--- src/logic/eth_monitor_pkg.sv ---
package eth_monitor_pkg;

    // stream geometry
    localparam int DATAPATH_WIDTH = 32;
    localparam int KEEP_WIDTH     = 2;

    // register port geometry
    localparam int REG_DATA_WIDTH = 40;
    localparam int REG_ADDR_WIDTH = 16;

    // capture memory, length needs one extra bit to hold a full buffer
    localparam int CAPTURE_DEPTH      = 1024;
    localparam int CAPTURE_ADDR_WIDTH = 10;
    localparam int CAPTURE_LEN_WIDTH  = 11;

    // register map
    localparam logic [REG_ADDR_WIDTH-1:0] REG_PKT_COUNT   = 16'h0000;
    localparam logic [REG_ADDR_WIDTH-1:0] REG_CAPTURE_ARM = 16'h0001;
    localparam logic [REG_ADDR_WIDTH-1:0] REG_CAPTURE_LEN = 16'h0002;
    // addresses with this bit set read the capture memory
    localparam int REG_MEM_WINDOW_BIT = 15;

    typedef struct packed {
        logic [DATAPATH_WIDTH-1:0] data;
        logic [KEEP_WIDTH-1:0]     keep;
        logic                      valid;
        logic                      abort;
        logic                      last;
    } eth_beat_t;

    // only valid beats are stored, so valid is not kept
    typedef struct packed {
        logic [DATAPATH_WIDTH-1:0] data;
        logic [KEEP_WIDTH-1:0]     keep;
        logic                      abort;
        logic                      last;
    } capture_row_t;

    typedef struct packed {
        logic                      read;
        logic                      write;
        logic [REG_ADDR_WIDTH-1:0] addr;
    } reg_req_t;

    typedef struct packed {
        logic                      done;
        logic [REG_DATA_WIDTH-1:0] rdata;
    } reg_rsp_t;

    typedef enum logic [1:0] {CAP_IDLE, CAP_ARMED, CAP_CAPTURING} capture_state_t;

    typedef enum logic [1:0] {RD_IDLE, RD_WAIT, RD_DONE} mem_read_state_t;

endpackage

--- src/logic/pkt_capture.sv ---
`timescale 1ns/1ns

module pkt_capture (
    input  logic                                           i_clk_stream,
    input  logic                                           i_rst_n,
    input  eth_monitor_pkg::eth_beat_t                     i_beat,
    input  logic                                           i_arm,
    output logic                                           o_busy,
    output logic                                           o_wr_en,
    output logic [eth_monitor_pkg::CAPTURE_ADDR_WIDTH-1:0] o_wr_addr,
    output eth_monitor_pkg::capture_row_t                  o_wr_row,
    output logic [eth_monitor_pkg::CAPTURE_LEN_WIDTH-1:0]  o_capture_len
);

    localparam logic [eth_monitor_pkg::CAPTURE_LEN_WIDTH-1:0] LEN_FULL =
        eth_monitor_pkg::CAPTURE_LEN_WIDTH'(eth_monitor_pkg::CAPTURE_DEPTH);

    eth_monitor_pkg::capture_state_t               state;
    logic                                          bus_idle;
    logic                                          wr_en_q;
    logic [eth_monitor_pkg::CAPTURE_ADDR_WIDTH-1:0] wr_addr_q;
    eth_monitor_pkg::capture_row_t                 wr_row_q;
    logic [eth_monitor_pkg::CAPTURE_LEN_WIDTH-1:0]  capture_len_q;

    always_ff @(posedge i_clk_stream or negedge i_rst_n) begin
        if (!i_rst_n) begin
            state         <= eth_monitor_pkg::CAP_IDLE;
            bus_idle      <= 1'b1;
            wr_en_q       <= 1'b0;
            wr_addr_q     <= '0;
            capture_len_q <= '0;
        end else begin
            wr_en_q <= 1'b0;
            // bus is idle between a last beat and the next valid one
            if (i_beat.valid) begin
                bus_idle <= i_beat.last;
            end
            case (state)
                eth_monitor_pkg::CAP_IDLE: begin
                    if (i_arm) begin
                        state <= eth_monitor_pkg::CAP_ARMED;
                    end
                end
                eth_monitor_pkg::CAP_ARMED: begin
                    // only a beat that opens a packet starts the capture
                    if (bus_idle && i_beat.valid) begin
                        wr_en_q       <= 1'b1;
                        wr_addr_q     <= '0;
                        capture_len_q <= eth_monitor_pkg::CAPTURE_LEN_WIDTH'(1);
                        state         <= i_beat.last ? eth_monitor_pkg::CAP_IDLE
                                                     : eth_monitor_pkg::CAP_CAPTURING;
                    end
                end
                eth_monitor_pkg::CAP_CAPTURING: begin
                    if (i_beat.valid) begin
                        // beats past the end of the memory are dropped
                        if (capture_len_q != LEN_FULL) begin
                            wr_en_q       <= 1'b1;
                            wr_addr_q     <= capture_len_q[eth_monitor_pkg::CAPTURE_ADDR_WIDTH-1:0];
                            capture_len_q <= capture_len_q + 1'b1;
                        end
                        if (i_beat.last) begin
                            state <= eth_monitor_pkg::CAP_IDLE;
                        end
                    end
                end
                default: state <= eth_monitor_pkg::CAP_IDLE;
            endcase
        end
    end

    always_ff @(posedge i_clk_stream) begin
        if (i_beat.valid) begin
            wr_row_q.data  <= i_beat.data;
            wr_row_q.keep  <= i_beat.keep;
            wr_row_q.abort <= i_beat.abort;
            wr_row_q.last  <= i_beat.last;
        end
    end

    // stay busy until the final row has gone into the memory
    assign o_busy        = (state != eth_monitor_pkg::CAP_IDLE) || wr_en_q;
    assign o_wr_en       = wr_en_q;
    assign o_wr_addr     = wr_addr_q;
    assign o_wr_row      = wr_row_q;
    assign o_capture_len = capture_len_q;

    len_in_range_a: assert property (
        @(posedge i_clk_stream) disable iff (!i_rst_n)
        capture_len_q <= LEN_FULL
    );

    // a write seen in idle can only be the row that closed the capture
    no_write_from_idle_a: assert property (
        @(posedge i_clk_stream) disable iff (!i_rst_n)
        (wr_en_q && (state == eth_monitor_pkg::CAP_IDLE)) |-> wr_row_q.last
    );

endmodule

--- config.mk ---
export PLATFORM = sky130hd
export DESIGN_NAME = pkt_capture
export DESIGN_NICKNAME = d
export VERILOG_FILES = /design/src/logic/eth_monitor_pkg.sv /design/src/logic/pkt_capture.sv
export SDC_FILE = /design/constraint.sdc
export NUM_CORES = 1
export LEC_CHECK = 0
export BUFFER_PORTS_ARGS = -buffer_cell sky130_fd_sc_hd__clkbuf_2
export CAP_MARGIN = 40
export CORE_ASPECT_RATIO = 1.1
export CORE_MARGIN = 2
export CORE_UTILIZATION = 40
export CTS_CLUSTER_SIZE = 25
export DETAILED_ROUTE_END_ITERATION = 6
export GPL_ROUTABILITY_DRIVEN = 0
export PLACE_DENSITY_LB_ADDON = 0.1
export SYNTH_ARGS = -nofsm -noshare
export SYNTH_HDL_FRONTEND = slang
export SYNTH_SLANG_ARGS = --single-unit
export TNS_END_PERCENT = 20
--- constraint.sdc ---
create_clock -name i_clk_stream -period 4.94 [get_ports i_clk_stream]
set_input_delay 0.741 -clock i_clk_stream [delete_from_list [all_inputs] [get_ports i_clk_stream]]
set_output_delay 0.741 -clock i_clk_stream [all_outputs]
set_load 0.02 [all_outputs]
-- Word level (Yosys, flattened, before mapping)
Index checks and enable logic that the tools add are counted.
- bits in registers: 61
- bits in latches: 0
- RAM bits: 0
- memory bits (read-only): 0
- bits of input ports: 40
- output and inout bits: 59
- logic and storage cells: 43
- memories: 0
- add/sub/neg operators: 1
- multiply operators: 0
- div/mod/pow operators: 0
- $lt $le $gt $ge: 0
- eq/ne operators: 8
- shift operators: 0
- mux-type cells: 18
- bitwise logic cells: 0
- reductions and logical operators: 7
- operator list (cell ; count):
    $mux W11 ; 3
    $mux W10 ; 3
    $pmux W11 S2 ; 1
    $pmux W10 S2 ; 1
    $add A11 B1 Y11 const B ; 1
    $ne A11 B11 Y1 const B ; 1
    $mux W2 ; 5
    $ne A2 B2 Y1 const B ; 5
    $reduce_and A4 Y1 ; 2
    $pmux W2 S3 ; 1
    $reduce_bool A2 Y1 ; 2
    $mux W1 ; 3
    $eq A2 B1 Y1 const B ; 1
    $eq A2 B2 Y1 const B ; 1
    $logic_not A2 Y1 ; 1
    $pmux W1 S2 ; 1
    $logic_and A1 B1 Y1 ; 1
    $logic_or A1 B1 Y1 ; 1

-- Logic depth before layout (Yosys ltp)
- depth after elaboration: 4
- depth in mapped cells: 7
- depth with buffers taken out: 6

-- Least setup slack after synthesis
OpenSTA, ideal clock, no wires.
- path type: in2reg
- from: in i_beat[2] (netlist name)
- to: reg state[0]
- setup time: 0.125 ns
- arrival: 1.632 ns
- data required time: 4.815 ns
- setup slack: 3.183 ns
- stages: 5
- buffers on the path: 1
- cell sequence: buf_2 nand2_1 a22o_1 a21oi_1 mux2_2
- cells in the longest elaborated chain, start to end: 3
- elaborated cells on any way between the ends: 4
- those cells by class: eq/ne: 2; reduce/logical: 2
- ends and longest elaborated chain (element ; line ; RTL):
    start, declared ; pkt_capture.sv:6 ; input eth_monitor_pkg::eth_beat_t i_beat,
    $logic_and A1 B1 Y1 ; pkt_capture.sv:46 ; if (bus_idle && i_beat.valid) begin
    $ne A2 B2 Y1 (no line) ; n/a ;
    $reduce_and A4 Y1 (no line) (*) ; n/a ;
    end signal, assigned ; pkt_capture.sv:41 ; state <= eth_monitor_pkg::CAP_ARMED;
    end signal, assigned ; pkt_capture.sv:50 ; state <= i_beat.last ? eth_monitor_pkg::CAP_IDLE
    end signal, assigned ; pkt_capture.sv:63 ; state <= eth_monitor_pkg::CAP_IDLE;
    end, declared ; pkt_capture.sv:18 ; eth_monitor_pkg::capture_state_t state;
Mark *: on every way between the ends. The rest lies on a longest branch, timed or not.
A chain may end at the register's enable or synchronous reset.

-- Worst setup path in the final report
- from: reg state[0]
- to: reg capture_len_q (netlist bit o_capture_len[6])
- cells in the longest elaborated chain, start to end: 3
- elaborated cells on any way between the ends: 8
- those cells by class: eq/ne: 5; mux: 1; reduce/logical: 2
- ends and longest elaborated chain (element ; line ; RTL):
    start signal, assigned ; pkt_capture.sv:27 ; state <= eth_monitor_pkg::CAP_IDLE;
    start signal, assigned ; pkt_capture.sv:41 ;
    start signal, assigned ; pkt_capture.sv:50 ;
    $eq A2 B2 Y1 / $eq A2 B1 Y1 (equally long branches) ; pkt_capture.sv:38 ; case (state)
    $ne A2 B2 Y1 (no line) / $reduce_bool A2 Y1 (equally long branches) ; n/a ;
    $reduce_and A4 Y1 (no line) ; n/a ;
    end signal, assigned ; pkt_capture.sv:49 ; capture_len_q <= eth_monitor_pkg::CAPTURE_LEN_WIDTH'(1);
    end signal, assigned ; pkt_capture.sv:60 ; capture_len_q <= capture_len_q + 1'b1;
    end, declared ; pkt_capture.sv:23 ; logic [eth_monitor_pkg::CAPTURE_LEN_WIDTH-1:0] capture_len_q;
Several ways; a longest one is shown, not always the timed one.

==> reports/results.tsv <==
metric	value	unit
Max Cap Viol	0	
Mapped Avg Cell Area	14.76	µm²
Synth area leaders	edfxtp_1 (44%), dfrtp_1 (24%), mux2i_1 (3.2%)	
crit start category	flop	
DP Cell Count	342	
Layout area overhead	30.47	%
slew margin rel.	51.32	%
post-CTS sizing	0	
Max clock buf depth	2	
Post-synth EDFFs	36	
Die Span Y	86.58	µm
DRC violations left	0	
unrepaired setup endpoints after global routing	no	
status	finished, final reports clean	
top cell type's share of synthesized area	43.59	%
critical path's slowest cell	ha_1	
Slew Limit Fails	0	
prevailing post-synth register cell	edfxtp_1	
FP Rows	30	
CTS tree	done	
Total Power	1.321	mW
Synth warnings	0	
worst-path cell chain	inv_1 -> ha_1 -> mux2_2 -> nand2_1 -> a221o_1	
CTS H-tree depth	3	
Clock Pin Slew Worst Setup and Hold Paths	70	ps
DRT antenna net count	0	
Yosys reg bits	61	
core area	6081	µm²
total global routing overflow	0	
synthesized area	2480	µm²
final instance area	3236	µm²
WL/cell	13.97	µm
Total Nets Final	319	
Slew @ Worst Pin	730.2	ps
via count	1727	
number of buffers and inverters on the critical path	1	
Crit Path Category	flop to flop	
largest net degree at the start of global routing	26	
pwr dens	408.1	nW/µm²
Die Width	79.08	µm
vias in the first global route	1574	
antenna violations before repair	0	
min setup slack post-route	2728	ps
Vias/cell	4.838	
area leader, netlist	edfxtp_1	
Leak	1.504	nW
post-CTS setup buffer count	0	
n_diodes	0	
Hold Crit Class	input port to async pin	
CP max FO	21	
Yosys cell types	41	
Die Footprint	6846	µm²
CP max stage delay	640	ps
Synth Net Count	214	
Worst Skew	7.116	ps
Filler cells	555	
final worst path period share	44.78	%
Root Buffer Master	clkbuf_8	
CP Data Required Time	5150	ps
pre-CTS setup slack	2419	ps
CTS Sinks	61	
DP Wirelength	3.548	mm
Tmin final	2212	ps
first-pass GRT wire length	7.769	mm
TNS Setup	0	ps
DR iter-0 viols	68	
total track usage	15.00	%
worst endpoint data arrival time	2420	ps
endpoint type of the worst setup path	flop	
number of setup violations in the final report	0	
synthesized instance count	168	
total routed wirelength	4.988	mm
fraction of registers with async set/reset	40.98	%
initial core utilization	40.78	%
Post-CTS Hold Buffers	0	
Max Fclk	0.4520	GHz
final cell count without fillers	357	
Worst IR Drop VDD	232.4	µV
Ports	99	
IO Port Bufs	98	
delay-heaviest family, CP	adder cells	
DRT Pass-1 Iters	4	
sequential area share after synthesis	68.87	%
Final Hold Viols	0	
CTS Buf Count	9	
placed instance area	3033	µm²
clock latency at the later pin of the worst-skew pair	330	ps
layout cells sized above 1	45.13	%
cells in the mapped netlist, drive strengths merged, types with 3 or more instances:
master / n
dfrtp: 24
inv: 16
mux2i: 8
nand4: 3
o31ai: 3
edfxtp: 36
ha: 6
and2: 4
buf: 5
o21ai: 9
mux2: 5
nand3: 4
nand2: 15
o41ai: 3
path summary, 6_finish.rpt:
path	start	end	slack (ps)	cells after the start
min	i_rst_n	o_capture_len[4]$_DFFE_PN0P_	420	1
max	state[0]$_DFFE_PN0P_	o_capture_len[6]$_DFFE_PN0P_	2730	5
max in group asynchronous	i_rst_n	o_wr_en$_DFF_PN0_	4100	1
min in group i_clk_stream	o_wr_addr[5]$_DFFE_PN0P_	o_wr_addr[5]$_DFFE_PN0P_	490	1
max reg2reg	state[0]$_DFFE_PN0P_	o_capture_len[6]$_DFFE_PN0P_	2730	5
min reg2reg	o_wr_addr[5]$_DFFE_PN0P_	o_wr_addr[5]$_DFFE_PN0P_	490	1
placed cells by master (no fill, tap or decap), types with 2 or more instances in the layout:
cell and n:
nand4_1 2, nor4b_4 2, mux2_2 5, o21ai_0 9, bufinv_16 2, nand3_1 2, clkbuf_8 9, nor2_1 2
clkinv_2 3, edfxtp_1 36, and2_1 4, o41ai_1 3, mux2i_1 8, nand2_1 15, o31ai_1 3, nor3_1 2
a21oi_1 2, a31oi_1 2, o31a_1 2, clkbuf_2 98, inv_1 16, dfrtp_1 24, ha_1 6
logic make-up (layout without fill, tap and decap cells):
logic type | after synthesis | count (layout) | synth area share, %
and+or+nand+nor | 38 | 38 | 10.29
muxes | 13 | 13 | 5.499
AOI/OAI and AO/OA | 29 | 29 | 8.073
buffers and inverters | 21 | 130 | 4.238
adders and majority gates | 6 | 6 | 3.027
DFF | 61 | 61 | 68.87
worst reg2reg max path, delay by kind of cell (launching register included):
family                     cells  cell delay, ps
adders and majority gates      1             640
muxes                          1             350
and+or+nand+nor                1             200
buffers and inverters          1             100
DFF                            1             390
AOI/OAI and AO/OA              1             410
where the power goes:
group          total (mW)  leakage (nW)  internal (mW)  switching [mW]
logic               0.251         0.707         0.0951           0.156
clock network       0.458         0.106          0.277           0.181
registers           0.612         0.690          0.588          0.0240
area by class of cell:
cell class                      instances  area, µm²  area share [%]
Sequential cell                        61       1708           52.78
Multi-Input combinational cell         86      666.9           20.61
Timing Repair Buffer                   99      498.0           15.39
Clock buffer                            9      123.9           3.828
Tap cell                               80      100.1           3.094
Clock inverter                          6      78.83           2.436
Inverter                               16      60.06           1.856
stage by stage:
stage	util, %	hold WS, ps
global placement	49.88	462.9
floorplan	-	445.4
CTS	53.21	434.4
finish	53.21	421.6
global route	53.21	470.6
detailed placement	49.88	469.1
registers in the layout, summed over array words and instances, names as in the netlist:
| register | flops |
|---|---|
| bus_idle | 1 |
| o_capture_len | 11 |
| o_wr_addr | 10 |
| o_wr_en | 1 |
| o_wr_row | 36 |
| state | 2 |
layer usage:
layer	GRT usage [%]	vias up	wire length [µm]
met3	5.417	5	464
met4	6.113	0	57
li1	-	829	-
met2	22.27	84	2191
met5	0	-	0
met1	20.14	809	2273
No activity file was read; power rests on OpenSTA's default activity.
