$ cat src/logic/eth_monitor_pkg.sv
package eth_monitor_pkg;

    // stream geometry
    localparam int DATAPATH_WIDTH = 32;
    localparam int KEEP_WIDTH     = 2;

    // register port geometry
    localparam int REG_DATA_WIDTH = 40;
    localparam int REG_ADDR_WIDTH = 16;

    // capture memory, length needs one extra bit to hold a full buffer
    localparam int CAPTURE_DEPTH      = 1024;
    localparam int CAPTURE_ADDR_WIDTH = 10;
    localparam int CAPTURE_LEN_WIDTH  = 11;

    // register map
    localparam logic [REG_ADDR_WIDTH-1:0] REG_PKT_COUNT   = 16'h0000;
    localparam logic [REG_ADDR_WIDTH-1:0] REG_CAPTURE_ARM = 16'h0001;
    localparam logic [REG_ADDR_WIDTH-1:0] REG_CAPTURE_LEN = 16'h0002;
    // addresses with this bit set read the capture memory
    localparam int REG_MEM_WINDOW_BIT = 15;

    typedef struct packed {
        logic [DATAPATH_WIDTH-1:0] data;
        logic [KEEP_WIDTH-1:0]     keep;
        logic                      valid;
        logic                      abort;
        logic                      last;
    } eth_beat_t;

    // only valid beats are stored, so valid is not kept
    typedef struct packed {
        logic [DATAPATH_WIDTH-1:0] data;
        logic [KEEP_WIDTH-1:0]     keep;
        logic                      abort;
        logic                      last;
    } capture_row_t;

    typedef struct packed {
        logic                      read;
        logic                      write;
        logic [REG_ADDR_WIDTH-1:0] addr;
    } reg_req_t;

    typedef struct packed {
        logic                      done;
        logic [REG_DATA_WIDTH-1:0] rdata;
    } reg_rsp_t;

    typedef enum logic [1:0] {CAP_IDLE, CAP_ARMED, CAP_CAPTURING} capture_state_t;

    typedef enum logic [1:0] {RD_IDLE, RD_WAIT, RD_DONE} mem_read_state_t;

endpackage

$ cat src/logic/monitor_regs.sv
`timescale 1ns/1ns

module monitor_regs (
    input  logic                                           i_clk_stream,
    input  logic                                           i_rst_n,
    input  eth_monitor_pkg::reg_req_t                      i_reg_req,
    output eth_monitor_pkg::reg_rsp_t                      o_reg_rsp,
    input  logic [eth_monitor_pkg::REG_DATA_WIDTH-1:0]     i_pkt_count,
    input  logic                                           i_busy,
    input  logic [eth_monitor_pkg::CAPTURE_LEN_WIDTH-1:0]  i_capture_len,
    output logic                                           o_arm,
    output logic [eth_monitor_pkg::CAPTURE_ADDR_WIDTH-1:0] o_rd_addr,
    input  eth_monitor_pkg::capture_row_t                  i_rd_row
);

    eth_monitor_pkg::mem_read_state_t               rd_state;
    logic                                           done_q;
    logic [eth_monitor_pkg::REG_DATA_WIDTH-1:0]     rdata_q;
    logic [eth_monitor_pkg::REG_DATA_WIDTH-1:0]     reg_value;
    logic [eth_monitor_pkg::CAPTURE_ADDR_WIDTH-1:0] rd_addr_q;
    logic                                           accept;
    logic                                           mem_sel;

    // a new request is taken only after the previous done has gone
    assign accept  = (i_reg_req.read || i_reg_req.write) && !done_q &&
                     (rd_state == eth_monitor_pkg::RD_IDLE);
    assign mem_sel = i_reg_req.addr[eth_monitor_pkg::REG_MEM_WINDOW_BIT];

    // reads win if both request bits are up
    assign o_arm = accept && !i_reg_req.read && i_reg_req.write &&
                   (i_reg_req.addr == eth_monitor_pkg::REG_CAPTURE_ARM);

    always_comb begin
        case (i_reg_req.addr)
            eth_monitor_pkg::REG_PKT_COUNT:   reg_value = i_pkt_count;
            eth_monitor_pkg::REG_CAPTURE_ARM: reg_value = eth_monitor_pkg::REG_DATA_WIDTH'(i_busy);
            eth_monitor_pkg::REG_CAPTURE_LEN: begin
                reg_value = eth_monitor_pkg::REG_DATA_WIDTH'(i_capture_len);
            end
            default:                          reg_value = '0;
        endcase
    end

    always_ff @(posedge i_clk_stream or negedge i_rst_n) begin
        if (!i_rst_n) begin
            rd_state <= eth_monitor_pkg::RD_IDLE;
            done_q   <= 1'b0;
            rdata_q  <= '0;
        end else begin
            done_q  <= 1'b0;
            rdata_q <= '0;
            case (rd_state)
                eth_monitor_pkg::RD_IDLE: begin
                    if (accept) begin
                        if (i_reg_req.read && mem_sel) begin
                            rd_state <= eth_monitor_pkg::RD_WAIT;
                        end else begin
                            // writes and plain registers answer right away
                            done_q <= 1'b1;
                            if (i_reg_req.read) begin
                                rdata_q <= reg_value;
                            end
                        end
                    end
                end
                eth_monitor_pkg::RD_WAIT: begin
                    // memory registers the row during this cycle
                    rd_state <= eth_monitor_pkg::RD_DONE;
                end
                eth_monitor_pkg::RD_DONE: begin
                    rd_state <= eth_monitor_pkg::RD_IDLE;
                    done_q   <= 1'b1;
                    // upper four bits stay zero
                    rdata_q  <= eth_monitor_pkg::REG_DATA_WIDTH'(i_rd_row);
                end
                default: rd_state <= eth_monitor_pkg::RD_IDLE;
            endcase
        end
    end

    always_ff @(posedge i_clk_stream) begin
        if (accept && mem_sel) begin
            rd_addr_q <= i_reg_req.addr[eth_monitor_pkg::CAPTURE_ADDR_WIDTH-1:0];
        end
    end

    assign o_rd_addr = rd_addr_q;
    assign o_reg_rsp = '{done: done_q, rdata: rdata_q};

    done_single_pulse_a: assert property (
        @(posedge i_clk_stream) disable iff (!i_rst_n)
        done_q |=> !done_q
    );

    // an arm pulse is answered by a write done with zero data in the next cycle
    arm_then_done_a: assert property (
        @(posedge i_clk_stream) disable iff (!i_rst_n)
        o_arm |=> (done_q && (rdata_q == '0))
    );

endmodule

$ cat config.mk
export PLATFORM = sky130hd
export DESIGN_NAME = monitor_regs
export DESIGN_NICKNAME = d
export VERILOG_FILES = /design/src/logic/eth_monitor_pkg.sv /design/src/logic/monitor_regs.sv
export SDC_FILE = /design/constraint.sdc
export NUM_CORES = 1
export LEC_CHECK = 0
export ABC_CLOCK_PERIOD_IN_PS = 4600
export BUFFER_PORTS_ARGS = -buffer_cell sky130_fd_sc_hd__buf_2
export CAP_MARGIN = 20
export CELL_PAD_IN_SITES_DETAIL_PLACEMENT = 0
export CELL_PAD_IN_SITES_GLOBAL_PLACEMENT = 1
export CORE_MARGIN = 2
export CORE_UTILIZATION = 31
export DETAILED_ROUTE_END_ITERATION = 6
export PLACE_DENSITY = 0.93
export SLEW_MARGIN = 20
export SYNTH_ARGS = -nofsm -noshare
export SYNTH_HDL_FRONTEND = slang
export SYNTH_SLANG_ARGS = --single-unit
export TNS_END_PERCENT = 100
$ cat constraint.sdc
create_clock -name i_clk_stream -period 4.6 [get_ports i_clk_stream]
set_input_delay 0.23 -clock i_clk_stream [delete_from_list [all_inputs] [get_ports i_clk_stream]]
set_output_delay 0.23 -clock i_clk_stream [all_outputs]
set_load 0.01 [all_outputs]
# After elaboration in Yosys (flattened, before gate mapping)
# Index checks and enable logic that the tools add are counted.
[totals] input_bits=108 out_inout_bits=52 wordCells=34 regBits=53
[op_classes] n_eq_ne=6 n_reduce_logical=13 muxes=11
[op_table] op="$mux W40" n=3
[op_table] op="$pmux W40 S3" n=1
[op_table] op="$pmux W40 S2" n=1
[op_table] op="$eq A16 B1 Y1 const B" n=1
[op_table] op="$eq A16 B2 Y1 const B" n=1
[op_table] op="$logic_not A16 Y1" n=1
[op_table] op="$logic_and A1 B1 Y1" n=7
[op_table] op="$mux W2" n=2
[op_table] op="$pmux W2 S2" n=1
[op_table] op="$eq A2 B1 Y1 const B" n=1
[op_table] op="$eq A2 B2 Y1 const B" n=1
[op_table] op="$logic_not A1 Y1" n=2
[op_table] op="$logic_not A2 Y1" n=1
[op_table] op="$mux W1" n=2
[op_table] op="$ne A2 B1 Y1 const B" n=1
[op_table] op="$ne A2 B2 Y1 const B" n=1
[op_table] op="$pmux W1 S2" n=1
[op_table] op="$reduce_and A2 Y1" n=1
[op_table] op="$logic_or A1 B1 Y1" n=1

# Longest topological paths before layout
[depth] ltp_word=6 depth_mapped=5 ltp_nobuf=4

# Least setup slack after synthesis
# OpenSTA, ideal clock, no wires.
[synth_path] path_kind="flip-flop to flip-flop" from="register done_q" to="register rdata_q[12] in the netlist's numbering" setup_slack_ns=3.092 arrival_ns=1.444 synth_period_minus_slack_ns=1.508 path_stages_with_launch=6 t_required_ns=4.536 path_cell_list="dfrtp_1 nor3_2 nand3_2 nor4_4 buf_6 a22o_2"
[synth_via] elab_chain_len=5
[synth_lines] item="from (decl)" line_no="monitor_regs.sv:17" rtl="logic done_q;"
[synth_lines] item="from (signal assigned)" line_no="monitor_regs.sv:47" rtl="done_q <= 1'b0;"
[synth_lines] item="from (signal assigned)" line_no="monitor_regs.sv:50" rtl="done_q <= 1'b0;"
[synth_lines] item="from (signal assigned)" line_no="monitor_regs.sv:59" rtl="done_q <= 1'b1;"
[synth_lines] item="$logic_not A1 Y1" line_no="monitor_regs.sv:25" rtl="assign accept = (i_reg_req.read || i_reg_req.write) && !done_q &&"
[synth_lines] item="$logic_and A1 B1 Y1 (2 in a row)" line_no="monitor_regs.sv:25"
[synth_lines] item="$mux W40" line_no="monitor_regs.sv:54" rtl="if (accept) begin"
[synth_lines] item="$pmux W40 S2" line_no="monitor_regs.sv:52" rtl="case (rd_state)"
[synth_lines] item="to (signal assigned)" line_no="monitor_regs.sv:61" rtl="rdata_q <= reg_value;"
[synth_lines] item="to (signal assigned)" line_no="monitor_regs.sv:74" rtl="rdata_q <= eth_monitor_pkg::REG_DATA_WIDTH'(i_rd_row);"
[synth_lines] item="to (decl)" line_no="monitor_regs.sv:18" rtl="logic [eth_monitor_pkg::REG_DATA_WIDTH-1:0] rdata_q;"
# Every way passes these cells.
# A chain may end at the register's enable or synchronous reset.

# Worst setup path in the final report
[layout_path] from="register done_q" to="register rdata_q[10] in the netlist's numbering"
# The elaborated chain is that of the path after synthesis.

==> metrics.md <==
| Metric | Value |
|---|---|
| Pin count of the biggest net entering global routing | `44` |
| RD Place Congestion | `0.738` |
| Post-synth cell types | `31` |
| Core outline area | `6680 µm²` |
| Synth Area in Adders | `0%` |
| Critical path capture point type | `register` |
| Initial antenna violation count | `0` |
| PwrDens | `318 nW/µm²` |
| Avg WL per Cell | `14.4 µm` |
| Vias per cell | `4.61` |
| Worst path top cell family by delay | `simple AND/OR/NAND/NOR gates` |
| Status | `completed` |
| Register Area | `1380 µm²` |
| Worst-margin pin slew | `0.552 ns` |
| Final min period | `1.68 ns` |
| Post-synth EDFFs | `10` |
| Multi-input gate area | `681 µm²` |
| CP Cell Sequence | `nor3_2 -> nand3_2 -> or3_1 -> o21ai_1` |
| Synth area leaders | `dfrtp_1, edfxtp_1, a22o_2` |
| Largest family of logic cells by synthesized area | `compound AO/OA/AOI/OAI gates` |
| Achievable Freq | `596 MHz` |
| Simple-Gate Fraction of Synth Area | `12.2%` |
| Final Setup Violations | `0` |
| Final WL | `5.67 mm` |
| Initial core utilization | `31.6%` |
| CTS H-tree depth | `2` |
| Clock root cell | `clkbuf_8` |
| Vias in the first global route | `1838` |
| Slew Limit Fails | `0` |
| Post-synthesis compound-gate area fraction | `14.8%` |
| Fin util | `46.3%` |
| LEAKAGE | `1.71 nW` |
| Slowest CP cell | `or3_1` |
| Die Y | `86.5 µm` |
| Total die area | `7480 µm²` |
| Post-Synthesis Cell Area | `2110 µm²` |
| Yosys top cell by area | `dfrtp_1` |
| Routed Antenna Nets | `0` |
| Most frequent cell after synthesis | `dfrtp_1` |
| Top cell type's share of synthesized area | `51.0%` |
| CP max stage delay | `0.56 ns` |
| Worst Path Required | `4.82 ns` |
| TritonRoute pass-1 iters | `4` |
| CP startpoint kind | `register` |
| Post-synthesis sequential area ratio | `65.3%` |
| Syn-to-layout area delta | `46.9%` |
| Critical Path AT | `1.90 ns` |
| Max Buffers Root-to-Sink | `2` |
| #FFs+latches synth | `53` |
| Cell count after synthesis | `152` |
| IO Port Bufs | `159` |
| Clk_lat worst skew | `0.30 ns` |
| First-pass GRT wire length | `8.70 mm` |
| Dpl cells | `384` |
| Layout cell share with drive strength beyond 1 | `60.7%` |
| Period utilisation layout | `36.5%` |
| Setup TNS | `0 ns` |
| Post-synth net total | `260` |
| Final HPWL DP | `4.25 mm` |
| Mean Syn Cell Area | `13.9 µm²` |
| I/O pin total | `160` |
| Predominant post-synthesis flop cell | `dfrtp_1` |
| Hold Violations, Final | `0` |
| RSZ-0062 raised after global routing | `false` |
| Crit Path Max Fanout | `10` |
| # nets final | `420` |
| Non-Filler Instances | `393` |
| Ys Warns | `0` |
| Drt initial violations | `41` |
| Top post-synthesis cells by count | `dfrtp_1, a22o_2, a22o_1, mux2i_1, nand2_1` |
| Xor/xnor share of the synthesized area | `0%` |
| Clk slew on worst S/H paths | `0.09 ns` |
| GR Overflow Total | `0` |
| Maxcap violations | `0` |
| DR vias | `1812` |
| HP Class | `in -> reg` |
| Resize count post-CTS | `0` |
| FP Rows | `30` |
| CTS Buf Count | `5` |
| Mux cell area share after synthesis | `5.22%` |
| Worst vdd ir | `0.123 mV` |
| Fill count | `634` |
| Clock tree from TritonCTS | `done` |
| Setup Crit Path Kind | `reg -> reg` |
| Tot GR Track Use | `14.9%` |
| CP Buf/Inv Count | `0` |
| Worst clock skew | `0.00452 ns` |
| Ant. Diodes | `0` |
| Async SR Flop Fraction | `81.1%` |
| Die Width | `86.5 µm` |
| Rel. slew slack | `63.2%` |
| Residual DRC | `0` |
| CTS Sinks | `53` |
| Reg2Reg Setup Slack | `2.92 ns` |
power breakdown:
part	switching, mW	internal (mW)	leakage [nW]	total [mW]
clock network	0.145	0.178	0.0585	0.322
registers	0.00852	0.505	0.684	0.514
logic	0.0751	0.0726	0.968	0.148
total	0.229	0.756	1.71	0.984
routing by layer:
metal,up-vias,global-route usage (%),routed length [µm]
li1,877,-,-
met2,95,26.6,2850
met1,833,17.6,2220
met5,-,0,0
met3,7,3.90,504
met4,0,4.69,90
sequential cells by signal, summed over array words and instances, names as in the netlist:
name	count
rd_state	2
done_q	1
o_rd_addr	10
rdata_q	40
cells in the final DEF (no fill, tap or decap):
| cell | instances |
|---|---|
| nor4_2 | 1 |
| clkbuf_1 | 1 |
| nor2_1 | 6 |
| nand4_2 | 1 |
| nand3b_1 | 1 |
| mux2i_1 | 11 |
| buf_2 | 158 |
| dfrtp_1 | 43 |
| nor2b_2 | 1 |
| and2_1 | 4 |
| nand3_1 | 1 |
| nand3_2 | 1 |
| a21oi_1 | 1 |
| nor2b_1 | 1 |
| nor3_2 | 1 |
| nor4_4 | 2 |
| a22o_2 | 14 |
| dlygate4sd3_1 | 1 |
| or2_2 | 1 |
| edfxtp_1 | 10 |
| bufinv_16 | 1 |
| o211a_1 | 1 |
| or3_1 | 1 |
| nor4_1 | 1 |
| and3_1 | 1 |
| nand2_1 | 11 |
| nand2b_1 | 3 |
| o21ai_1 | 10 |
| o21ai_0 | 2 |
| buf_4 | 3 |
| nor3_1 | 1 |
| nand4_1 | 1 |
| a22o_1 | 11 |
| clkbuf_8 | 6 |
what timing repair did:
item,CTS,global route
endpoints found under the hold margin,0,43
setup buffers,0,0
hold buffers,0,1
endpoints found under the setup margin,0,0
layout make-up:
cell class	count	area share, %
clock buffers	7	2.79
flip-flops and latches	53	44.4
clock inverters	1	0.970
multi-input cells	90	22.0
well taps	80	3.23
repair buffers	162	26.6
metrics by stage:
step	worst slack [ns]	area [µm²]	hold slack (ns)	total power, mW
floorplan	3.09	2110	-0.0656	0.584
global placement	2.91	2970	0.422	0.669
detailed placement	2.86	2970	0.429	0.673
CTS	2.86	3080	0.106	1.00
global route	2.78	3100	0.107	1.03
finish	2.92	3100	0.120	0.984
logic make-up after synthesis:
group,count (synthesis)
AOI/OAI and AO/OA,39
buffers and inverters,9
DFF,53
muxes,11
and+or+nand+nor,40
path summary, 6_finish.rpt:
| check | from | to | cells after the start |
|---|---|---|---|
| worst max-delay path | done_q | rdata_q[10] | 4 |
| worst min-delay path | i_reg_req[6] | o_rd_addr[6] | 1 |
| worst max register to register | done_q | rdata_q[10] | 4 |
| worst min register to register | rd_state[1] | rd_state[1] | 1 |
| max in group asynchronous | i_rst_n | rdata_q[5] | 2 |
| min in group asynchronous | i_rst_n | rdata_q[32] | 2 |
Power figures use the tool's default switching activity.
