==> src/logic/eth_monitor_pkg.sv <==
package eth_monitor_pkg;

    // stream geometry
    localparam int DATAPATH_WIDTH = 32;
    localparam int KEEP_WIDTH     = 2;

    // register port geometry
    localparam int REG_DATA_WIDTH = 40;
    localparam int REG_ADDR_WIDTH = 16;

    // capture memory, length needs one extra bit to hold a full buffer
    localparam int CAPTURE_DEPTH      = 1024;
    localparam int CAPTURE_ADDR_WIDTH = 10;
    localparam int CAPTURE_LEN_WIDTH  = 11;

    // register map
    localparam logic [REG_ADDR_WIDTH-1:0] REG_PKT_COUNT   = 16'h0000;
    localparam logic [REG_ADDR_WIDTH-1:0] REG_CAPTURE_ARM = 16'h0001;
    localparam logic [REG_ADDR_WIDTH-1:0] REG_CAPTURE_LEN = 16'h0002;
    // addresses with this bit set read the capture memory
    localparam int REG_MEM_WINDOW_BIT = 15;

    typedef struct packed {
        logic [DATAPATH_WIDTH-1:0] data;
        logic [KEEP_WIDTH-1:0]     keep;
        logic                      valid;
        logic                      abort;
        logic                      last;
    } eth_beat_t;

    // only valid beats are stored, so valid is not kept
    typedef struct packed {
        logic [DATAPATH_WIDTH-1:0] data;
        logic [KEEP_WIDTH-1:0]     keep;
        logic                      abort;
        logic                      last;
    } capture_row_t;

    typedef struct packed {
        logic                      read;
        logic                      write;
        logic [REG_ADDR_WIDTH-1:0] addr;
    } reg_req_t;

    typedef struct packed {
        logic                      done;
        logic [REG_DATA_WIDTH-1:0] rdata;
    } reg_rsp_t;

    typedef enum logic [1:0] {CAP_IDLE, CAP_ARMED, CAP_CAPTURING} capture_state_t;

    typedef enum logic [1:0] {RD_IDLE, RD_WAIT, RD_DONE} mem_read_state_t;

endpackage

==> src/logic/eth_stream_tap.sv <==
`timescale 1ns/1ns

module eth_stream_tap (
    input  logic                                       i_clk_stream,
    input  logic                                       i_rst_n,
    input  eth_monitor_pkg::eth_beat_t                 i_stream,
    output eth_monitor_pkg::eth_beat_t                 o_stream,
    output logic [eth_monitor_pkg::REG_DATA_WIDTH-1:0] o_pkt_count
);

    logic [eth_monitor_pkg::DATAPATH_WIDTH-1:0] data_q;
    logic [eth_monitor_pkg::KEEP_WIDTH-1:0]     keep_q;
    logic                                       valid_q;
    logic                                       abort_q;
    logic                                       last_q;
    logic [eth_monitor_pkg::REG_DATA_WIDTH-1:0] pkt_count_q;

    // control bits of the passthrough stage
    always_ff @(posedge i_clk_stream or negedge i_rst_n) begin
        if (!i_rst_n) begin
            valid_q <= 1'b0;
            abort_q <= 1'b0;
            last_q  <= 1'b0;
        end else begin
            valid_q <= i_stream.valid;
            abort_q <= i_stream.abort;
            last_q  <= i_stream.last;
        end
    end

    always_ff @(posedge i_clk_stream) begin
        data_q <= i_stream.data;
        keep_q <= i_stream.keep;
    end

    assign o_stream = '{data: data_q, keep: keep_q, valid: valid_q, abort: abort_q, last: last_q};

    // a packet counts once its last beat has left the stage, aborted ones too
    always_ff @(posedge i_clk_stream or negedge i_rst_n) begin
        if (!i_rst_n) begin
            pkt_count_q <= '0;
        end else if (valid_q && last_q && (pkt_count_q != '1)) begin
            pkt_count_q <= pkt_count_q + 1'b1;
        end
    end

    assign o_pkt_count = pkt_count_q;

    // the stream source never marks an end of packet on an empty cycle
    last_needs_valid_a: assert property (
        @(posedge i_clk_stream) disable iff (!i_rst_n)
        i_stream.last |-> i_stream.valid
    );

endmodule

==> config.mk <==
export PLATFORM = sky130hd
export DESIGN_NAME = eth_stream_tap
export DESIGN_NICKNAME = d
export VERILOG_FILES = /design/src/logic/eth_monitor_pkg.sv /design/src/logic/eth_stream_tap.sv
export SDC_FILE = /design/constraint.sdc
export NUM_CORES = 1
export LEC_CHECK = 0
export BUFFER_PORTS_ARGS = -buffer_cell sky130_fd_sc_hd__buf_2
export CORE_MARGIN = 2
export CORE_UTILIZATION = 42
export DETAILED_ROUTE_END_ITERATION = 10
export HOLD_SLACK_MARGIN = 0.1
export PLACE_DENSITY = 0.83
export SKIP_CTS_REPAIR_TIMING = 1
export SLEW_MARGIN = 15
export SYNTH_ARGS = -nofsm -noshare
export SYNTH_HDL_FRONTEND = slang
export SYNTH_SLANG_ARGS = --single-unit
==> constraint.sdc <==
create_clock -name i_clk_stream -period 4.7 [get_ports i_clk_stream]
set_input_delay 0.94 -clock i_clk_stream [delete_from_list [all_inputs] [get_ports i_clk_stream]]
set_output_delay 0.94 -clock i_clk_stream [all_outputs]
set_load 0.005 [all_outputs]
# Word-level counts from Yosys, hierarchy flattened
# Cells that the tools add are included.
[word_totals]
ff_bits = 77
inputBits = 39
output_inout_bits = 77
word_cells = 10
[op_classes]
n_addsub = 1
n_eq_ne = 1
n_reduce_logical = 2
[op_table]
columns = ["operator", "n"]
rows = [
  ["40-bit by 1-bit adder with 40-bit output (second input constant)", 1],
  ["40-bit inequality test (second input constant)", 1],
  ["1-bit logical AND", 2],
]

# Depth between registers and ports, before layout
# Gate-level depths: netlist (run 1).
[logic_depth]
word_depth = 2
depth_mapped = 8
depth_no_buf = 7

# Least setup slack after synthesis (run 1)
# No wires, ideal clock.
[synth_path]
path_kind = "register to register"
start = "reg pkt_count_q (netlist bit o_pkt_count[0])"
end = "reg pkt_count_q (netlist bit o_pkt_count[11])"
setup_time_ns = 0.080
t_arrival_ns = 1.727
t_required_ns = 4.620
path_slack_ns = 2.893
path_stages_with_launch = 9
n_path_buf = 1
period_less_slack_ns = 1.807
cell_sequence = "dfrtp_1 > ha_1 > nand3_1 > or3_1 > nor3_2 > a21oi_4 > buf_6 > nand3_1 > xnor2_1"
[synth_between]
elab_chain_cells = 2
elab_cells_between_ends = 3
cone_classes = "add/sub (1); eq/ne (1); reduce/logical (1)"
[synth_rtl]
columns = ["item", "line", "source"]
rows = [
  ["start, declared", "eth_stream_tap.sv:16", "logic [eth_monitor_pkg::REG_DATA_WIDTH-1:0] pkt_count_q;"],
  ["start signal, assigned", "eth_stream_tap.sv:43", "pkt_count_q <= pkt_count_q + 1'b1;"],
  ["branches (longest 2 deep; another with 40-bit by 1-bit adder with 40-bit output)", "n/a", ""],
]
# Parallel ways; which one is timed is not known.
# A chain may end at the register's enable or synchronous reset.

# Worst setup path in the final report (run 1)
[layout_path]
start = "reg pkt_count_q (netlist bit o_pkt_count[16])"
end = "reg pkt_count_q (netlist bit o_pkt_count[1])"
[layout_between]
elab_chain_cells = 2
[layout_rtl]
columns = ["item", "line", "source"]
rows = [
  ["40-bit inequality test", "eth_stream_tap.sv:42", "end else if (valid_q && last_q && (pkt_count_q != '1)) begin"],
  ["1-bit logical AND", "eth_stream_tap.sv:42", ""],
]
# No other way between the ends.

==> results of run 1 <==
where the power goes:
group | total [W] | switching, W | internal (W)
registers | 0.000734 | 0.0000357 | 0.000698
clock network | 0.000504 | 0.000226 | 0.000278
logic | 0.000110 | 0.0000504 | 0.0000599
total | 0.00135 | 0.000312 | 0.00104
metal layers:
metal  vias to the layer above  track usage (%)
met3                         9             6.03
met5                         -                0
met2                        88             27.5
met4                         0             8.23
met1                       971             19.4
li1                       1001                -
worst max-delay path, delay by kind of cell, from the launching register on:
family | cells | cell delay, ns
and+or+nand+nor | 3 | 0.83
DFF | 1 | 0.42
muxes | 1 | 0.38
AOI/OAI and AO/OA | 1 | 0.36
logic make-up after synthesis:
family          after synthesis
mux                           2
simple gates                 91
flops                        77
fa+ha+maj                     1
compound gates                5
xor+xnor                     37
buf+inv                       9
layout make-up:
type	count	area, um2
flip-flops and latches	77	1760
clock inverters	3	41.3
well taps	77	96.3
clock buffers	13	160
repair buffers	115	576
inverters	3	11.3
multi-input cells	136	943
fillers	572	2770
cells in the mapped netlist, drive strengths merged, types with 5 or more instances:
cell   number  area [um2]
and3        9        61.3
and4        5        43.8
dfxtp      34         681
xnor2      26         228
nor3       10        60.1
nor2        9        33.8
xor2       11        96.3
nand3      19         105
dfrtp      43        1080
nand2      19        71.3
buf         6        43.8
nand4      11        75.1
per-stage QoR:
step | power (W) | instances | instance area, um2 | utilization [%]
2_1_floorplan | 0.000786 | 222 | 2760 | -
3_3_place_gp | 0.000854 | 408 | 3380 | 53.3
3_5_place_dp | 0.000861 | 408 | 3380 | 53.3
4_1_cts | 0.00136 | 424 | 3580 | 56.5
5_1_grt | 0.00141 | 424 | 3580 | 56.5
6_report | 0.00135 | 424 | 3580 | 56.5
path summary, 6_finish.rpt:
kind,slack [ns],start,endpoint,depth (start not counted)
max in group asynchronous,3.36,i_rst_n,o_pkt_count[22],1
worst min register to register,0.49,o_pkt_count[38],o_pkt_count[38],1
worst min-delay path,0.49,o_pkt_count[38],o_pkt_count[38],1
worst max register to register,2.62,o_pkt_count[16],o_pkt_count[1],5
min in group asynchronous,0.75,i_rst_n,o_pkt_count[38],1
worst max-delay path,2.62,o_pkt_count[16],o_pkt_count[1],5
state kept, by name, indices dropped and copies added (netlist names):
name,flops
last_q,1
abort_q,1
keep_q,2
data_q,32
o_pkt_count,40
valid_q,1
==> impl_metrics.tcl, run 1 <==
set metrics [dict create \
    die_height_um 85.0 \
    via_count 2069 \
    detailedPlacementHpwl_um 4390 \
    critical_path.cell_chain "and3_1, and4_1, and3_4, a21oi_4, mux2_2" \
    grt_pass1_wl_um 9360 \
    ioPinCount 116 \
    globalRoute.totalOverflow 0 \
    synth.yosys.warnings 0 \
    drive_above_1_share_pct 40.6 \
    async_flop_share_pct 55.8 \
    crit_fanout 15 \
    wl_um 5900 \
    leakagePower_nw 1.80 \
    flip_flop_and_latch_count_after_synthesis 77 \
    numCtsBuffers 9 \
    hold_slack_ns 0.491 \
    pre_cts_slack_ns 2.63 \
    fmax_mhz 480 \
    grt_antenna_before_repair 0 \
    tritoncts "yes" \
    chipWidth_um 85.0 \
    synth_adder_area_share_pct 0.454 \
    timing_hold_violations_final 0 \
    postSynthCellCount 222 \
    fin_crit_sh_pct 44.4 \
    crit_path_end_kind "flip-flop" \
    ant_nets 0 \
    critical_path_source_type "flip-flop" \
    timing.critical_path.slowest_cell_delay_ns 0.42 \
    layout_setup_ws_ns 2.62 \
    routed_via_density 4.88 \
    type_of_the_tightest_min_delay_check "reg2reg" \
    drt_iter0_drc 96 \
    syn_avg_cell_area_um2 12.4 \
    power.density_nw_per_um2 376 \
    status "completed" \
    critical_path_data_required_time_ns 4.93 \
    timing.critical_path.slowest_stage_cell "dfrtp_1" \
    routed_wire_length_per_instance_um 13.9 \
    grt_pass1_vias 2019 \
    tightest_slew_ns 0.950 \
    rsz_0062_raised_after_global_routing "false" \
    met2_wirelength_um 2890 \
    placeableCoreArea_um2 6350 \
    final_common_cell "buf_2" \
    path_clk_slew_ns 0.08 \
    synth-edff-count 0 \
    antenna_cells 0 \
    synthMuxAreaShare_pct 0.817 \
    worstSkewPairLatency_ns 0.34 \
    max-cap-violations 0 \
    largest_family_of_logic_cells_by_synthesized_area "simple AND/OR/NAND/NOR gates" \
    synth_xor_xnor_area_share_pct 11.8 \
    fp.dieArea_um2 7220 \
    grt_use_total_pct 16.7 \
    synth-compound-area-share_pct 2.00 \
    max-slew-margin-rel_pct 36.6 \
    cts_max_path_buffers 2 \
    criticalPathCategory "reg2reg" \
    floorplan.initialDensity_pct 43.4 \
    post_layout_nets 382 \
    detailedRoute.firstPassIterationCount 4 \
    wirelength_met1_um 2400 \
    place_congestion 0.760 \
    crit_arrival_ns 2.31 \
    mostFrequentLayoutCells "buf_2, dfrtp_1, dfxtp_1" \
    clockRootBuffer "clkbuf_8" \
    worst_ir_drop_vdd_v 0.000268 \
    route.top_layer_used "met4" \
    synthesis.area_um2 2760 \
    timing.final.max_slew_violations 0 \
    maximum_number_of_pins_on_one_net_before_global_route_repair 44 \
    syn_to_final_growth_pct 30.1 \
    yosysSeqAreaShare_pct 63.8 \
    report.final.setup_viol 0 \
    synth_simple_gate_area_share_pct 19.2 \
    netlist-cell-type-count 33 \
    final.setup.tns_ns 0 \
    buffer_ports.inserted 115 \
    cts_sinks 77 \
    route.detailed.drc 0 \
    synth_flop_cell "dfrtp_1" \
    h-tree-depth 3 \
    num_rows 29 \
    syn_nets 262 \
    worst_case_clock_skew_ns 0.00982 \
    met3WireLength_um 521 \
    fin_crit_ns 2.08 \
]
Note: power is estimated with default switching activity, not from simulation.
==> run 2, diff against run 1 <==
--- a/config.mk
+++ b/config.mk
@@ -10,7 +10,7 @@
 export CORE_UTILIZATION = 42
 export DETAILED_ROUTE_END_ITERATION = 10
 export HOLD_SLACK_MARGIN = 0.1
-export PLACE_DENSITY = 0.83
+export PLACE_DENSITY = 0.85
 export SKIP_CTS_REPAIR_TIMING = 1
 export SLEW_MARGIN = 15
 export SYNTH_ARGS = -nofsm -noshare
==> constraint.sdc (replaced) <==
create_clock -name i_clk_stream -period 1.9 [get_ports i_clk_stream]
set_input_delay 0.38 -clock i_clk_stream [delete_from_list [all_inputs] [get_ports i_clk_stream]]
set_output_delay 0.38 -clock i_clk_stream [all_outputs]
set_load 0.005 [all_outputs]
==> run 2 against run 1 <==
  * The flow now finishes with violations (setup timing)
  * Die area did not move
  * Cell count increased by 8.5%
  * Sequential power up 150%
  * Via count grew 7.1%
  * Non-clock buffer count grew 35
  * Setup slack lost 2.6 ns
  * Hold slack worse by 0.36 ns
  * Register-to-register slack worse by 2.6 ns
  * Critical endpoint is now o_pkt_count[0]
  * Largest power group unchanged
  * Highest routed layer unchanged
==> impl_metrics.tcl, run 2 (synthesis results as in run 1) <==
set metrics [dict create \
    critical_path_data_required_time_ns 2.14 \
    drive_above_1_share_pct 48.6 \
    drt_iter0_drc 104 \
    report.final.setup_viol 1 \
    max-slew-margin-rel_pct 59.3 \
    path_clk_slew_ns 0.08 \
    die_height_um 85.0 \
    placeableCoreArea_um2 6350 \
    utilization_pct 62.2 \
    rsz_0062_raised_after_global_routing "true" \
    timing.final.max_slew_violations 0 \
    antenna_cells 0 \
    buffer_ports.inserted 115 \
    worst_ir_drop_vdd_v 0.000751 \
    tightest_slew_ns 0.611 \
    final.setup.tns_ns -0.0266 \
    crit_fanout 7 \
    final_common_cell "buf_2" \
    detailedRoute.firstPassIterationCount 5 \
    fin_crit_sh_pct 101 \
    regToRegSetupSlack_ns -0.03 \
    route.detailed.drc 0 \
    crit_arrival_ns 2.17 \
    mostFrequentLayoutCells "buf_2, dfrtp_1, dfxtp_1" \
    fp.dieArea_um2 7220 \
    type_of_the_tightest_min_delay_check "in2reg" \
    power.density_nw_per_um2 889 \
    worst_hold_startpoint "i_stream[15]" \
    r2r_cells 7 \
    clockRootBuffer "clkbuf_8" \
    chipWidth_um 85.0 \
    flip_flop_count_of_the_largest_register_all_copies_and_words_added 40 \
    syn_to_final_growth_pct 43.3 \
    tritoncts "yes" \
    max-cap-violations 0 \
    layout_setup_ws_ns -0.0266 \
    ioPinCount 116 \
    worst_r2r_startpoint "o_pkt_count[1]" \
    detailedPlacementHpwl_um 4720 \
    routed_wire_length_per_instance_um 13.8 \
    worst_hold_path.num_cells 1 \
    num_rows 29 \
    critical_path_source_type "flip-flop" \
    leakagePower_nw 2.01 \
    worst_case_clock_skew_ns 0.0127 \
    fin_crit_ns 1.93 \
    grt_antenna_before_repair 0 \
    routed_via_density 4.82 \
    h-tree-depth 3 \
    via_count 2216 \
    crit_path_end_kind "flip-flop" \
    regToRegEndpoint "o_pkt_count[0]" \
    criticalPathCategory "reg2reg" \
    floorplan.initialDensity_pct 43.4 \
    timing_hold_violations_final 0 \
    failed_checks "setup timing" \
    worstSkewPairLatency_ns 0.35 \
    numCtsBuffers 9 \
    hold_end "data_q[10]" \
    post_layout_nets 418 \
    grt_use_total_pct 18.2 \
    grt_pass1_vias 2284 \
    place_congestion 0.807 \
    grt_pass1_wl_um 10300 \
    maximum_number_of_pins_on_one_net_before_global_route_repair 29 \
    wl_um 6360 \
    fmax_mhz 519 \
    status "finished with violations" \
    globalRoute.totalOverflow 0 \
    cts_max_path_buffers 2 \
    cts_sinks 77 \
    ant_nets 0 \
]
-- run 2: layout make-up --
cell class | count | area [um2]
multi-input cells | 137 | 1000
flip-flops and latches | 77 | 1760
clock inverters | 4 | 31.3
repair buffers | 150 | 852
inverters | 3 | 11.3
fillers | 517 | 2400
clock buffers | 12 | 199
well taps | 77 | 96.3
-- run 2: worst max-delay path by stage --
| stage | from | to | slack, ns | cells after the start |
|---|---|---|---|---|
| finish | o_pkt_count[1] | o_pkt_count[0] | -0.03 | 7 |
| global route | o_pkt_count[0] | o_pkt_count[0] | -0.08 | 7 |
| CTS | o_pkt_count[8] | o_pkt_count[27] | 0.01 | 6 |
| detailed placement | o_pkt_count[8] | o_pkt_count[27] | 0.01 | 6 |
| global placement | o_pkt_count[38] | o_pkt_count[1] | 0.09 | 5 |
| floorplan | o_pkt_count[0] | o_pkt_count[13] | 0.09 | 8 |
-- run 2: worst max-delay path, cell delays in order, from the launching register on --
cell     delay, ns
dfrtp_1       0.37
ha_2          0.20
nand3_2       0.08
or3_4         0.43
nor3_4        0.26
a21oi_2       0.17
buf_4         0.17
xor2_1        0.13
-- run 2: power by group --
part	total [W]	internal [W]	switching [W]
Clock	0.00133	0.000720	0.000609
Sequential	0.00180	0.00173	0.0000783
Combinational	0.000377	0.000211	0.000166
-- run 2: layer usage --
metal | share of wire, % | track usage [%] | wire, um | up-vias
met2 | 49 | 28.8 | 3090 | 93
met3 | 9.0 | 8.27 | 572 | 9
li1 | - | - | - | 1079
met5 | 0 | 0 | 0 | -
met4 | 1.5 | 8.51 | 94 | 0
met1 | 41 | 21.1 | 2610 | 1035
-- run 2: per-stage QoR --
stage          cells  power [W]  area [um2]  hold slack, ns  setup slack (ns)
3_3_place_gp     434    0.00216        3580           0.430            0.0877
2_1_floorplan    222    0.00195        2760          0.0844            0.0935
3_5_place_dp     434    0.00217        3580           0.430            0.0137
6_report         460    0.00351        3950           0.127           -0.0266
4_1_cts          450    0.00351        3810          0.0345            0.0128
5_1_grt          460    0.00367        3950           0.100           -0.0848
